### src/common/aud_consts.svh
`ifndef AUD_CONSTS_SVH
`define AUD_CONSTS_SVH

// width of one audio sample
`define AUD_SAMPLE_W 16

// sample memory geometry
`define AUD_ADDR_W 10
`define AUD_MEM_DEPTH 1024

// transmitter buffer slots, also the initial credit count
`define AUD_CREDITS 2

`endif
### src/common/aud_pkg.sv
`include "aud_consts.svh"

package aud_pkg;

	// one audio sample word
	typedef logic [`AUD_SAMPLE_W-1:0] sample_t;

	// record/play control states
	typedef enum logic [2:0] {
		ST_IDLE       = 3'd0,
		ST_REC        = 3'd1,
		ST_REC_PAUSE  = 3'd2,
		ST_PLAY       = 3'd3,
		ST_PLAY_PAUSE = 3'd4
	} aud_state_t;

endpackage

### src/rtl/aud_ctrl_fsm.sv
`timescale 1ns/1ps
`include "aud_consts.svh"

module aud_ctrl_fsm (
	input  logic                i_AUD_BCLK,
	input  logic                i_rst_n,
	input  logic                i_key_rec,
	input  logic                i_key_play,
	input  logic                i_key_stop,
	input  logic                i_rec_full,
	input  logic                i_play_done,
	input  logic                i_rec_len_nz,
	output aud_pkg::aud_state_t o_state,
	output logic                o_rec_en,
	output logic                o_play_en,
	output logic                o_rec_clear,
	output logic                o_play_start
);

aud_pkg::aud_state_t state_r, state_w;

logic key_rec_r;
logic key_play_r;
logic key_stop_r;
logic rec_press;
logic play_press;
logic stop_press;
logic rec_clear_r;
logic play_start_r;

// a press is a 1-to-0 change between two clocks
assign rec_press  = key_rec_r & ~i_key_rec;
assign play_press = key_play_r & ~i_key_play;
assign stop_press = key_stop_r & ~i_key_stop;

assign o_state      = state_r;
assign o_rec_en     = (state_r == aud_pkg::ST_REC);
assign o_play_en    = (state_r == aud_pkg::ST_PLAY);
assign o_rec_clear  = rec_clear_r;
assign o_play_start = play_start_r;

always_comb begin
	state_w = state_r;
	case (state_r)
		aud_pkg::ST_IDLE: begin
			if (rec_press)
				state_w = aud_pkg::ST_REC;
			// nothing to play back without a recording
			else if (play_press && i_rec_len_nz)
				state_w = aud_pkg::ST_PLAY;
		end
		aud_pkg::ST_REC: begin
			if (stop_press || i_rec_full)
				state_w = aud_pkg::ST_IDLE;
			else if (rec_press)
				state_w = aud_pkg::ST_REC_PAUSE;
		end
		aud_pkg::ST_REC_PAUSE: begin
			if (stop_press)
				state_w = aud_pkg::ST_IDLE;
			else if (rec_press)
				state_w = aud_pkg::ST_REC;
		end
		aud_pkg::ST_PLAY, aud_pkg::ST_PLAY_PAUSE: begin
			// last read may return just after a pause
			if (stop_press || i_play_done)
				state_w = aud_pkg::ST_IDLE;
			else if (play_press)
				state_w = (state_r == aud_pkg::ST_PLAY) ? aud_pkg::ST_PLAY_PAUSE
				                                        : aud_pkg::ST_PLAY;
		end
		default: state_w = aud_pkg::ST_IDLE;
	endcase
end

always_ff @(posedge i_AUD_BCLK or posedge i_rst_n) begin
	if (i_rst_n) begin
		state_r      <= aud_pkg::ST_IDLE;
		key_rec_r    <= 1'b0;
		key_play_r   <= 1'b0;
		key_stop_r   <= 1'b0;
		rec_clear_r  <= 1'b0;
		play_start_r <= 1'b0;
	end else begin
		state_r      <= state_w;
		key_rec_r    <= i_key_rec;
		key_play_r   <= i_key_play;
		key_stop_r   <= i_key_stop;
		rec_clear_r  <= (state_r == aud_pkg::ST_IDLE) && (state_w == aud_pkg::ST_REC);
		play_start_r <= (state_r == aud_pkg::ST_IDLE) && (state_w == aud_pkg::ST_PLAY);
	end
end

endmodule

### config.mk
export PLATFORM = sky130hd
export DESIGN_NAME = aud_ctrl_fsm
export DESIGN_NICKNAME = d
export VERILOG_FILES = /design/src/common/aud_pkg.sv /design/src/rtl/aud_ctrl_fsm.sv
export VERILOG_INCLUDE_DIRS = /design/src /design/src/common
export SDC_FILE = /design/constraint.sdc
export NUM_CORES = 1
export LEC_CHECK = 0
export ABC_AREA = 1
export BUFFER_PORTS_ARGS = -buffer_cell sky130_fd_sc_hd__buf_2
export CAP_MARGIN = 20
export CORE_AREA = 2 2 39 41
export DETAILED_ROUTE_END_ITERATION = 10
export DIE_AREA = 0 0 41 43
export PLACE_DENSITY_LB_ADDON = 0.25
export SLEW_MARGIN = 15
export SYNTH_ARGS = -nofsm -noshare
export SYNTH_HDL_FRONTEND = slang
export SYNTH_SLANG_ARGS = --single-unit
### constraint.sdc
create_clock -name i_AUD_BCLK -period 2.71 [get_ports i_AUD_BCLK]
set_clock_uncertainty 0.2 [all_clocks]
set_input_delay 0.1355 -clock i_AUD_BCLK [delete_from_list [all_inputs] [get_ports i_AUD_BCLK]]
set_output_delay 0.1355 -clock i_AUD_BCLK [all_outputs]
set_load 0.01 [all_outputs]
# Word level (Yosys, flattened, before mapping)

Cells that the tools add are included.

$add $sub $neg: 0
Multipliers: 0
Div/mod/pow operators: 0
Magnitude comparators: 0
Equal/unequal tests: 6
Shift operators: 0
Multiplexer cells: 10
Bitwise operators: 6
Reductions and logical operators: 7

Operators with widths:

| cell                                                            | number |
|---|---|
| 3-bit 2-to-1 mux                                                | 9 |
| 3-bit case mux with 4 select lines                              | 1 |
| 3-bit by 2-bit == test with 1-bit output, second input constant | 3 |
| 3-bit by 1-bit == test with 1-bit output, second input constant | 2 |
| 1-bit bitwise AND                                               | 3 |
| 3-bit == test, second input constant                            | 1 |
| 1-bit logical AND                                               | 3 |
| 3-bit logical NOT                                               | 1 |
| 1-bit NOT                                                       | 3 |
| 1-bit logical OR                                                | 2 |
| 2-bit OR reduction                                              | 1 |

Bits in registers: 8
Bits in latches: 0
Bits in writable memories: 0
Bits in read-only memories: 0
Input port bits: 8
Output and inout bits: 7
Logic and storage cells: 35
Memories: 0

# Depth between registers and ports, before layout

Gate-level depths: netlist of the first run.

Depth after elaboration: 8
Gate-level depth with buffers: 8
Gate-level depth less buffers: 8

# Worst setup path before layout of the first run

OpenSTA, ideal clock, no wires.

Kind: reg2reg
Start point: reg state_r[0], in the netlist o_state[0]
End point: reg state_r[1], in the netlist o_state[1]
Setup time: 0.124 ns
Arrival: 1.063 ns
Data required time: 2.386 ns
Slack: 1.323 ns
Cell stages (with the launch flop): 7
Path buffers: 0
Period minus slack after synthesis: 1.387 ns
Cell sequence: dfrtp_1 > nand2_1 > nor2_2 > nand2_2 > nand2_2 > nor2_2 > or2_1

Cells in the longest elaborated chain, start to end: 5

RTL lines:

| item                                       | RTL line           | RTL |
|---|---|---|
| start: declaration                         | aud_ctrl_fsm.sv:20 | `aud_pkg::aud_state_t state_r, state_w;` |
| start signal: assignment                   | aud_ctrl_fsm.sv:78 | `state_r <= aud_pkg::ST_IDLE;` |
| start signal: assignment                   | aud_ctrl_fsm.sv:85 | `state_r <= state_w;` |
| 3-bit by 2-bit == test with 1-bit output * | --                 |  |
| via o_play_en                              | aud_ctrl_fsm.sv:15 | `output logic o_play_en,` |
| 3-bit 2-to-1 mux                           | aud_ctrl_fsm.sv:69 | `state_w = (state_r == aud_pkg::ST_PLAY) ? aud_pkg::ST_PLAY_PAUSE` |
| 3-bit 2-to-1 mux                           | aud_ctrl_fsm.sv:68 | `else if (play_press)` |
| 3-bit 2-to-1 mux                           | aud_ctrl_fsm.sv:66 | `if (stop_press \|\| i_play_done)` |
| 3-bit case mux with 4 select lines *       | aud_ctrl_fsm.sv:44 | `case (state_r)` |
| via state_w[1]                             | aud_ctrl_fsm.sv:20 |  |

Mark *: on every way through the listed nets, which the timed path passes. The rest lies on a longest branch.

# Worst setup path in the final report of the first run

Start point: in i_key_rec
End point: reg state_r[1], in the netlist o_state[1]

Cells in the longest elaborated chain, start to end: 5

RTL lines:

| item                                 | RTL line                               | RTL |
|---|---|---|
| start: declaration                   | aud_ctrl_fsm.sv:7                      | `input logic i_key_rec,` |
| 1-bit NOT *                          | aud_ctrl_fsm.sv:32                     | `assign rec_press = key_rec_r & ~i_key_rec;` |
| 1-bit bitwise AND *                  | aud_ctrl_fsm.sv:32                     |  |
| 3-bit 2-to-1 mux (on tied branches)  | aud_ctrl_fsm.sv:61, aud_ctrl_fsm.sv:55 |  |
| 3-bit 2-to-1 mux (on tied branches)  | aud_ctrl_fsm.sv:59, aud_ctrl_fsm.sv:53 |  |
| 3-bit case mux with 4 select lines * | aud_ctrl_fsm.sv:44                     |  |
| via state_w[1]                       | aud_ctrl_fsm.sv:20                     |  |

Marks and branches as above.

==> results by group, run 1 <==
Status
  – Status: finished clean

CTS
  – CTS tree: built
  – Clk_lat worst skew: 0.25 ns
  – H-tree lvl count: 1
  – CTS buffer count: 3
  – Cts repair resizes: 0
  – CTS Hold Buffers Added: 5
  – Root buffer cell: clkbuf_4
  – Setup Fix Bufs, Post-CTS: 0
  – Clk slew on worst S/H paths: 0.05 ns
  – Clk buf depth: 2
  – CTS Sinks: 8

Route
  – Antenna viol nets, final: 0
  – WL final: 871 um
  – Vias post-DR: 420
  – 1st-iter DRT viols: 13
  – Routed len/inst: 8.89 um
  – Vias per cell: 4.29
  – Residual DRC count: 0
  – DRT Pass-1 Iters: 2

Die
  – Core Region: 1380 sq um
  – Die height: 43 um
  – Initial Utilization: 0.307
  – FP Rows: 14
  – Die X: a little over 40 um
  – Ports: 15
  – DIE AREA: about 1800 sq um

Yosys
  – Post-Synthesis Net Count: 68
  – Area of the mapped netlist: about 430 sq um
  – List of most frequent post-synthesis cells: nand2_1, inv_1, dfrtp_1
  – Mapped Cells: 60
  – Synth cell types: 13
  – Synth async-reset ratio: 1.00
  – EDFF count, synth: 0
  – Post-synthesis sequential area ratio: 0.471
  – Mean Syn Cell Area: 7.09 sq um
  – Synth top area cells: dfrtp_1, nand2_1, inv_1
  – Yosys top cell by area: dfrtp_1
  – Top-area cell type share of the netlist area: 0.471
  – #FFs+latches synth: 8
  – Synth Warn #: 0
  – Ys flop type: dfrtp_1
  – Count leader, synth: nand2_1

Timing
  – Final setup vio count: 0
  – Slew HR: 0.793
  – TNS Setup: 0 ns
  – Hold Slack: 0.0517 ns
  – Peak Freq: 0.660 GHz
  – Final Cycle Share: 0.559
  – Slew Limit Fails: 0
  – Post-layout minimum cycle time: 1.51 ns
  – Final Hold Fails: 0
  – Worst-Margin Slew: 0.310 ns
  – RSZ-0062 raised after global routing: no

Critical path
  – Slowest stage delay, CP: 0.53 ns
  – Critical Path End: o_state[1]$_DFF_PP0_
  – Worst R2R Path Depth: 6
  – Crit end category: register
  – Critical Setup Path Class: in -> reg
  – Worst r2r src: o_state[1]$_DFF_PP0_
  – CP Buf/Inv Count: 4
  – Cell chain of the critical path: dlygate4sd3_1 -> buf_2 -> inv_1 -> nand2_1 -> inv_1 -> nor2_1 -> nand2_1 -> nand3_1 -> or2_1
  – Crit path from: i_key_rec
  – Setup crit start kind: input pin
  – Number of cells on the critical path: 9
  – Crit path max-delay cell type: dlygate4sd3_1
  – Delay-heaviest family, CP: buffers and inverters
  – Critical path arrival: about 1.4 ns
  – Capturing point of the worst reg2reg path: o_state[1]$_DFF_PP0_
  – Reg2reg setup slack: 1.30 ns
  – CP Max Fanout: 4
  – Critical Path RT: approximately 2.6 ns

GRT
  – Gr usage total: 0.126
  – Grt ovf: 0
  – Initial antenna violation count: 0
  – Vias in the first global route: 393
  – Global-route wire length before repair: around 1500 um
  – Largest net degree at the start of global routing: 9

Finish
  – Register Area: 200 sq um
  – Share of cells above drive strength 1: 0.268
  – Finished Layout Cells: 98
  – Final instance area: 588 sq um
  – Footprint of the multi-input gates: 173 sq um
  – Area growth, synth to finish: 38.2%
  – Layout filler cell count: 162
  – Diode count: 0
  – Nets@finish: 92

Place
  – Gpl congestion: 0.858
  – I/O Buffers: 14
  – Placed insts: 90
  – Dpl hpwl: 688 um
  – Area after DPL: just over 500 sq um

Hold path
  – Hold WC Path Type: in -> reg
  – WHS Path Cells: 5

Pwr
  – Max IR drop VDD: 250 uV
  – Leakage power: 0.000357 uW
  – PwrDens: 660 nW/um^2

Run
  – Maxcap violations: 0
## cell type report
class / instances / share of cell area
clock buffer: 3 / 0.0383
timing repair buffer: 19 / 0.204
inverter: 14 / 0.0894
multi-input combinational: 38 / 0.294
sequential: 8 / 0.340
tap: 16 / 0.0340
## metal layers
layer	vias to the layer above	global-route usage	wire length (um)	share of wire
li1	225	-	-	-
met1	178	0.181	418	0.48
met2	13	0.159	381	0.44
met3	4	0.0314	57	0.065
met4	0	0.0867	14	0.016
met5	-	0	0	0
## placed cells by master (no fill, tap or decap), drive strengths merged
| cell type | netlist | routed |
|---|---|---|
| inv | 14 | 14 |
| nand2 | 19 | 19 |
| nand4 | 1 | 1 |
| buf | 0 | 14 |
| dfrtp | 8 | 8 |
| nor3 | 1 | 1 |
| clkbuf | 0 | 3 |
| or2 | 1 | 1 |
| o21bai | 1 | 1 |
| a21oi | 3 | 3 |
| dlygate4sd3 | 0 | 5 |
| nand3 | 5 | 5 |
| nor2 | 7 | 7 |
## worst reg2reg max path, cell delays in order (launching register included)
cell     delay [ns]
dfrtp_1        0.43
inv_1          0.12
nand3_1        0.12
nor2_1         0.07
nand2_1        0.06
nand3_1        0.08
or2_1          0.22
## sequential cells by signal, indices dropped and copies added (netlist names)
register / count
o_rec_clear: 1
o_state: 3
key_play_r: 1
key_stop_r: 1
o_play_start: 1
key_rec_r: 1
## worst min path at each step
| stage | endpoint | from |
|---|---|---|
| floorplan | key_play_r$_DFF_PP0_ | i_rst_n |
| global placement | key_stop_r$_DFF_PP0_ | i_rst_n |
| detailed placement | o_state[1]$_DFF_PP0_ | i_rst_n |
| CTS | o_play_start$_DFF_PP0_ | i_rec_len_nz |
| global route | o_play_start$_DFF_PP0_ | i_rec_len_nz |
| finish | o_play_start$_DFF_PP0_ | i_rec_len_nz |
## cells by family after synthesis
logic type,Yosys count,share of synthesized area
flip-flops,8,0.471
AND/OR/NAND/NOR,34,0.353
buffers and inverters,14,0.124
AO/OA/AOI/OAI,4,0.0529
## per-stage QoR
| stage | util | total power (uW) | worst slack (ns) |
|---|---|---|---|
| after detailed placement | 0.373 | 297 | 1.29 |
| final | 0.425 | 388 | 1.20 |
| after global placement | 0.373 | 296 | 1.28 |
| after global routing | 0.425 | 424 | 1.09 |
| after CTS | 0.425 | 395 | 1.21 |
| after floorplan | - | 248 | 1.32 |
## power by group
part	internal, uW	leakage, uW	switching, uW
clock network	50.6	0.0000138	39.0
registers	140	0.000101	17.5
logic	59.9	0.000242	81.1
total	250	0.000357	138
(Power assumes the default switching activity.)
==> run 2, diff against run 1 <==
==> constraint.sdc (replaced) <==
create_clock -name i_AUD_BCLK -period 1.5 [get_ports i_AUD_BCLK]
set_clock_uncertainty 0.2 [all_clocks]
set_input_delay 0.075 -clock i_AUD_BCLK [delete_from_list [all_inputs] [get_ports i_AUD_BCLK]]
set_output_delay 0.075 -clock i_AUD_BCLK [all_outputs]
set_load 0.01 [all_outputs]
==> results by group, run 2 (same netlist as run 1, synthesis figures left out) <==
CTS
  – Root buffer cell: clkbuf_4
  – CTS tree: built
  – Setup Fix Bufs, Post-CTS: 0 (unchanged)
  – Clk buf depth: 2 (unchanged)
  – Clk slew on worst S/H paths: 0.06 ns (about the same)
  – CTS buffer count: 3 (unchanged)
  – Clk_lat worst skew: 0.26 ns (about the same)
  – H-tree lvl count: 1 (unchanged)
  – CTS Sinks: 8 (unchanged)

Place
  – Gpl congestion: 0.858 (about the same)
  – Area after DPL: 515 sq um (unchanged)
  – Dpl hpwl: 683 um (-0.67%)
  – I/O Buffers: 14 (unchanged)

Pwr
  – PwrDens: 1180 nW/um^2 (+79%)
  – Cell Int Power: 455 uW (+82%)
  – Clk pwr share: 0.234 (+0.003)
  – Sequential power share: 0.403 (-0.003)
  – Combinational share of power: 0.363 (about the same)
  – Switching Fraction: 0.359 (+0.00398)
  – Leakage power: 0.000362 uW (+1.3%)
  – Total power draw: 709 uW (+83%)
  – Max IR drop VDD: 448 uV (+79%)
  – Psw: 254 uW (+85%)

Critical path
  – Worst R2R Path Depth: 6 (unchanged)
  – Critical Setup Path Class: in -> reg
  – CP Buf/Inv Count: 4 (unchanged)
  – CP most frequent cell: inv_1
  – Critical path arrival: 1.34 ns (-0.10 ns)
  – Crit path max-delay cell type: dlygate4sd3_1
  – Number of cells on the critical path: 9 (unchanged)
  – Setup crit start kind: input pin
  – CP Max Fanout: 4 (unchanged)
  – Cell chain of the critical path: dlygate4sd3_1 -> buf_2 -> inv_1 -> nand2_2 -> inv_1 -> nor2_1 -> nand2_1 -> nand3_1 -> or2_1
  – Delay-heaviest family, CP: buffers and inverters
  – Critical Path RT: 1.44 ns (-1.20 ns)
  – Crit end category: register
  – Slowest stage delay, CP: 0.53 ns (about the same)
  – Reg2reg setup slack: 0.13 ns (-1.17 ns)

Die
  – Die X: 41 um (unchanged)
  – DIE AREA: 1760 sq um (unchanged)
  – Die height: 43 um (unchanged)
  – FP Rows: 14 (unchanged)
  – Ports: 15 (unchanged)
  – Initial Utilization: 0.307 (unchanged)
  – Core Region: 1380 sq um (unchanged)

Route
  – Residual DRC count: 0 (unchanged)
  – Routed len/inst: 9.20 um (+3.5%)
  – DRT Pass-1 Iters: 4 (+2)
  – Vias post-DR: 431 (+2.6%)
  – Vias per cell: 4.35 (+1.6%)
  – 1st-iter DRT viols: 10 (-3)
  – Antenna viol nets, final: 0 (unchanged)
  – WL final: 911 um (+4.6%)

Finish
  – Nets@finish: 93 (+1.1%)
  – Final instance area: 601 sq um (+2.1%)
  – Commonest non-fill, non-tap cell in the layout: nand2_1
  – Fin util: 0.434 (+0.00904)
  – Share of cells above drive strength 1: 0.289 (+0.0209)
  – Footprint of the multi-input gates: 175 sq um (+1.4%)
  – Most frequent cells in the layout: nand2_1, buf_2, inv_1, dfrtp_1, dlygate4sd3_1
  – Area growth, synth to finish: 41.2%
  – Max FFs per register: 3 (unchanged)
  – Diode count: 0 (unchanged)
  – Register Area: 200 sq um (unchanged)
  – Layout filler cell count: 151 (-6.8%)

Timing
  – Slew Limit Fails: 0 (unchanged)
  – Final Hold Fails: 0 (unchanged)
  – Worst-Margin Slew: 0.313 ns (+0.00292 ns)
  – Final setup vio count: 0 (unchanged)
  – Peak Freq: 0.714 GHz
  – TNS Setup: 0 ns (unchanged)
  – Final Cycle Share: 0.934
  – RSZ-0062 raised after global routing: no
  – Slew HR: 0.791 (-0.00195)
  – Hold Slack: 0.0253 ns (-0.0264 ns)
  – Post-layout minimum cycle time: 1.40 ns

GRT
  – Largest net degree at the start of global routing: 9 (unchanged)
  – Gr usage total: 0.130 (+0.00407)
  – Grt ovf: 0 (unchanged)
  – Initial antenna violation count: 0 (unchanged)
  – Global-route wire length before repair: 1520 um (+1.8%)
  – Vias in the first global route: 403 (+2.5%)

Status
  – Status: finished clean

Hold path
  – WHS Path Cells: 6 (+1)
  – Hold WC Path Type: in -> reg

Run
  – Maxcap violations: 0 (unchanged)
-- run 2: final cells by class --
cell class,instances,share of cell area
Tap cell,16,0.0333
Clock buffer,3,0.0375
Inverter,14,0.0875
Timing Repair Buffer,20,0.217
Multi-Input combinational cell,38,0.292
Sequential cell,8,0.333
-- run 2: final timing paths --
| check | to | start |
|---|---|---|
| setup / recovery | o_state[1]$_DFF_PP0_ | i_key_rec |
| hold / removal | o_state[0]$_DFF_PP0_ | i_rec_full |
| min in group asynchronous | o_state[1]$_DFF_PP0_ | i_rst_n |
| hold reg to reg | o_state[2]$_DFF_PP0_ | key_play_r$_DFF_PP0_ |
| max in group asynchronous | o_play_start$_DFF_PP0_ | i_rst_n |
| setup reg to reg | o_state[1]$_DFF_PP0_ | o_state[1]$_DFF_PP0_ |
-- run 2: stage by stage --
stage | cells | setup slack [ns]
after floorplan | 60 | 0.113
after global placement | 90 | 0.0688
after detailed placement | 90 | 0.0932
after CTS | 99 | 0.0568
after global routing | 99 | 0.0214
final | 99 | 0.0996
-- run 2: worst register-to-register path: cells and delay by family (launching register included) --
family	cells	cell delay (ns)
buffers and inverters	1	0.09
and+or+nand+nor	5	0.52
DFF	1	0.44
-- run 2: what timing repair did --
item | 4_1_cts | 5_1_grt
hold endpoints to repair | 13 | 0
hold buffers | 6 | 0
resized for setup | 0 | 2
endpoints found under the setup margin | 0 | 2
-- run 2: metal layers --
| layer | GRT usage | part of all wire |
|---|---|---|
| met5 | 0 | 0 |
| met4 | 0.0933 | 0.013 |
| met3 | 0.0314 | 0.061 |
| met2 | 0.175 | 0.46 |
| met1 | 0.174 | 0.47 |
-- run 2: power by group through the flow --
stage	clock [uW]	sequential (uW)	combinational [uW]
3_5_place_dp	0	290	248
4_1_cts	175	286	261
5_1_grt	187	292	294
6_report	166	286	257
2_1_floorplan	0	301	147
3_3_place_gp	0	287	249
==> run 3, diff against run 2 <==
--- a/config.mk
+++ b/config.mk
@@ -9,9 +9,11 @@
 export ABC_AREA = 1
 export BUFFER_PORTS_ARGS = -buffer_cell sky130_fd_sc_hd__buf_2
 export CAP_MARGIN = 20
-export CORE_AREA = 2 2 39 41
+export CELL_PAD_IN_SITES_DETAIL_PLACEMENT = 0
+export CELL_PAD_IN_SITES_GLOBAL_PLACEMENT = 1
+export CORE_UTILIZATION = 31
 export DETAILED_ROUTE_END_ITERATION = 10
-export DIE_AREA = 0 0 41 43
+export GPL_TIMING_DRIVEN = 0
 export PLACE_DENSITY_LB_ADDON = 0.25
 export SLEW_MARGIN = 15
 export SYNTH_ARGS = -nofsm -noshare
==> constraint.sdc (replaced) <==
create_clock -name i_AUD_BCLK -period 1.3 [get_ports i_AUD_BCLK]
set_clock_uncertainty 0.2 [all_clocks]
set_input_delay 0.065 -clock i_AUD_BCLK [delete_from_list [all_inputs] [get_ports i_AUD_BCLK]]
set_output_delay 0.065 -clock i_AUD_BCLK [all_outputs]
set_load 0.01 [all_outputs]
==> results by group, run 3 (same netlist as run 1, synthesis figures left out) <==
Critical path
  – Crit end category: register
  – Crit path from: o_state[0]$_DFF_PP0_
  – Delay-heaviest family, CP: simple AND/OR/NAND/NOR gates
  – Critical Path RT: 1.24 ns (-0.20 ns)
  – CP Max Fanout: 6 (+2)
  – Slowest stage delay, CP: 0.46 ns (-0.07 ns)
  – CP Buf/Inv Count: 1 (-3)
  – Worst r2r src: o_state[0]$_DFF_PP0_
  – Cell chain of the critical path: buf_6 -> nand3_4 -> nor2_4 -> nand2_2 -> nand3_2 -> or2_1
  – Setup crit start kind: register
  – Critical path arrival: 1.33 ns (about the same)
  – Crit path max-delay cell type: dfrtp_2
  – Critical Setup Path Class: reg -> reg

Place
  – Placed insts: 88 (-2.2%)
  – Gpl congestion: 0.798 (-7.1%)
  – Dpl hpwl: 702 um (+2.7%)
  – Area after DPL: 524 sq um (+1.7%)
  – I/O Buffers: 14 (unchanged)

Pwr
  – Switching Fraction: 0.376 (+0.0176)
  – PwrDens: 1420 nW/um^2 (+20%)
  – Sequential power share: 0.358 (-0.045)
  – Psw: 368 uW (+45%)
  – Leakage power: 0.000386 uW (+6.8%)
  – Cell Int Power: 610 uW (+34%)
  – Combinational share of power: 0.431 (+0.068)
  – Clk pwr share: 0.210 (-0.024)
  – Max IR drop VDD: 759 uV (+70%)

CTS
  – Clk_lat worst skew: 0.25 ns (about the same)
  – H-tree lvl count: 1 (unchanged)
  – Clk buf depth: 2 (unchanged)
  – Root buffer cell: clkbuf_4
  – CTS buffer count: 3 (unchanged)
  – CTS Sinks: 8 (unchanged)
  – CTS tree: built
  – Clk slew on worst S/H paths: 0.06 ns (about the same)

Die
  – Initial Utilization: 0.359 (+0.0512)
  – Core Region: 1190 sq um (-14%)
  – Ports: 15 (unchanged)
  – DIE AREA: 1520 sq um (-14%)
  – Die X: 39.0 um (-4.8%)
  – Die height: 39.0 um (-9.2%)
  – FP Rows: 12 (-2)

Route
  – WL final: 1010 um (+11%)
  – Residual DRC count: 0 (unchanged)
  – Routed len/inst: 10.1 um (+10%)
  – Vias per cell: 4.50 (+3.4%)
  – DRT Pass-1 Iters: 4 (unchanged)
  – Antenna viol nets, final: 0 (unchanged)
  – 1st-iter DRT viols: 9 (-1)
  – Vias post-DR: 450 (+4.4%)

GRT
  – Gr usage total: 0.158 (+0.0283)
  – Initial antenna violation count: 0 (unchanged)
  – Vias in the first global route: 390 (-3.2%)
  – Largest net degree at the start of global routing: 9 (unchanged)
  – Global-route wire length before repair: 1620 um (+6.4%)
  – Grt ovf: 0 (unchanged)

Finish
  – Share of cells above drive strength 1: 0.453 (+0.164)
  – Diode count: 0 (unchanged)
  – Max FFs per register: 3 (unchanged)
  – Finished Layout Cells: 100 (+1.0%)
  – Most frequent cells in the layout: buf_2, inv_1, nand2_1, nand2_2, dlygate4sd3_1
  – Area growth, synth to finish: 61.8%
  – Commonest non-fill, non-tap cell in the layout: buf_2
  – Nets@finish: 95 (+2.2%)
  – Fin util: 0.580 (+0.146)
  – Final instance area: 688 sq um (+15%)

Timing
  – Slew Limit Fails: 0 (unchanged)
  – Peak Freq: 0.718 GHz
  – Slew HR: 0.795 (+0.00391)
  – Final Hold Fails: 0 (unchanged)
  – Worst-Margin Slew: 0.307 ns (-0.00586 ns)
  – Final Cycle Share: 1.07
  – Fin worst setup slack: -0.0936 ns (-0.193 ns)
  – RSZ-0062 raised after global routing: yes
  – Post-layout minimum cycle time: roughly 1.4 ns
  – TNS Setup: -0.197 ns (-0.197 ns)
  – Final setup vio count: 3 (+3)

Run
  – Maxcap violations: 0 (unchanged)

Hold path
  – Hold WC Path Type: in -> reg
  – Hold Path Origin: i_key_play

Status
  – Status: complete, but fails checks
  – Failing checks: setup timing
run 3: cell count changes in the layout (fill, tap and decap cells not counted):
cell | previous run | this run
dfrtp_1 | 8 | 5
buf_6 | 0 | 2
nor2_4 | 0 | 4
buf_2 | 14 | 13
clkbuf_1 | 0 | 1
nor2_1 | 5 | 2
nand3_2 | 0 | 1
nand2_2 | 3 | 8
nand2_1 | 16 | 11
buf_4 | 0 | 1
nand3_1 | 5 | 3
nand3_4 | 0 | 1
nor2_2 | 2 | 1
dfrtp_2 | 0 | 3
run 3: final cells by class:
| cell class | instances | area (sq um) |
|---|---|---|
| Fill cell | 113 | 498 |
| Timing Repair Buffer | 22 | 155 |
| Tap cell | 14 | 17.5 |
| Sequential cell | 8 | 204 |
| Clock buffer | 4 | 26.3 |
| Multi-Input combinational cell | 38 | 233 |
| Inverter | 14 | 52.6 |
run 3: per-layer routing:
layer  wire length, um  global-route usage
met4                 0              0.0517
met3                34              0.0347
met1               485               0.209
met5                 0                   0
met2               494               0.254
run 3: worst reg2reg max path, stage by stage, from the launching register on:
cell	delay (ns)
dfrtp_2	0.46
buf_6	0.14
nand3_4	0.08
nor2_4	0.04
nand2_2	0.06
nand3_2	0.06
or2_1	0.24
run 3: repair_timing:
action,4_1_cts,5_1_grt
pin swaps,12,7
hold buffers,6,0
endpoints found under the hold margin,13,0
gates resized for setup,4,13
endpoints found under the setup margin,4,4
setup buffers,1,1
run 3: power by group through the flow:
| stage | Clock (uW) | Sequential (uW) | Combinational (uW) |
|---|---|---|---|
| after floorplan | 0 | 355 | 175 |
| after global placement | 0 | 340 | 289 |
| after detailed placement | 0 | 340 | 293 |
| after CTS | 206 | 343 | 322 |
| after global routing | 224 | 359 | 465 |
| final | 206 | 351 | 422 |
run 3: metrics by stage:
step	power, uW	hold slack, ns	worst slack (ns)
finish	978	0.0171	-0.0936
global route	1050	0.0765	-0.122
CTS	871	0.00983	-0.0309
detailed placement	633	-0.171	-0.0817
global placement	629	-0.178	-0.0653
floorplan	530	-0.320	-0.0118
run 3: worst paths after layout:
kind	end	slack [ns]	depth (start not counted)
setup / recovery	o_state[1]$_DFF_PP0_	-0.09	6
hold / removal	o_state[2]$_DFF_PP0_	0.02	5
setup reg to reg	o_state[1]$_DFF_PP0_	-0.09	6
hold reg to reg	o_state[2]$_DFF_PP0_	0.39	3
max in group asynchronous	o_state[2]$_DFF_PP0_	0.54	3
min in group asynchronous	key_rec_r$_DFF_PP0_	0.10	3
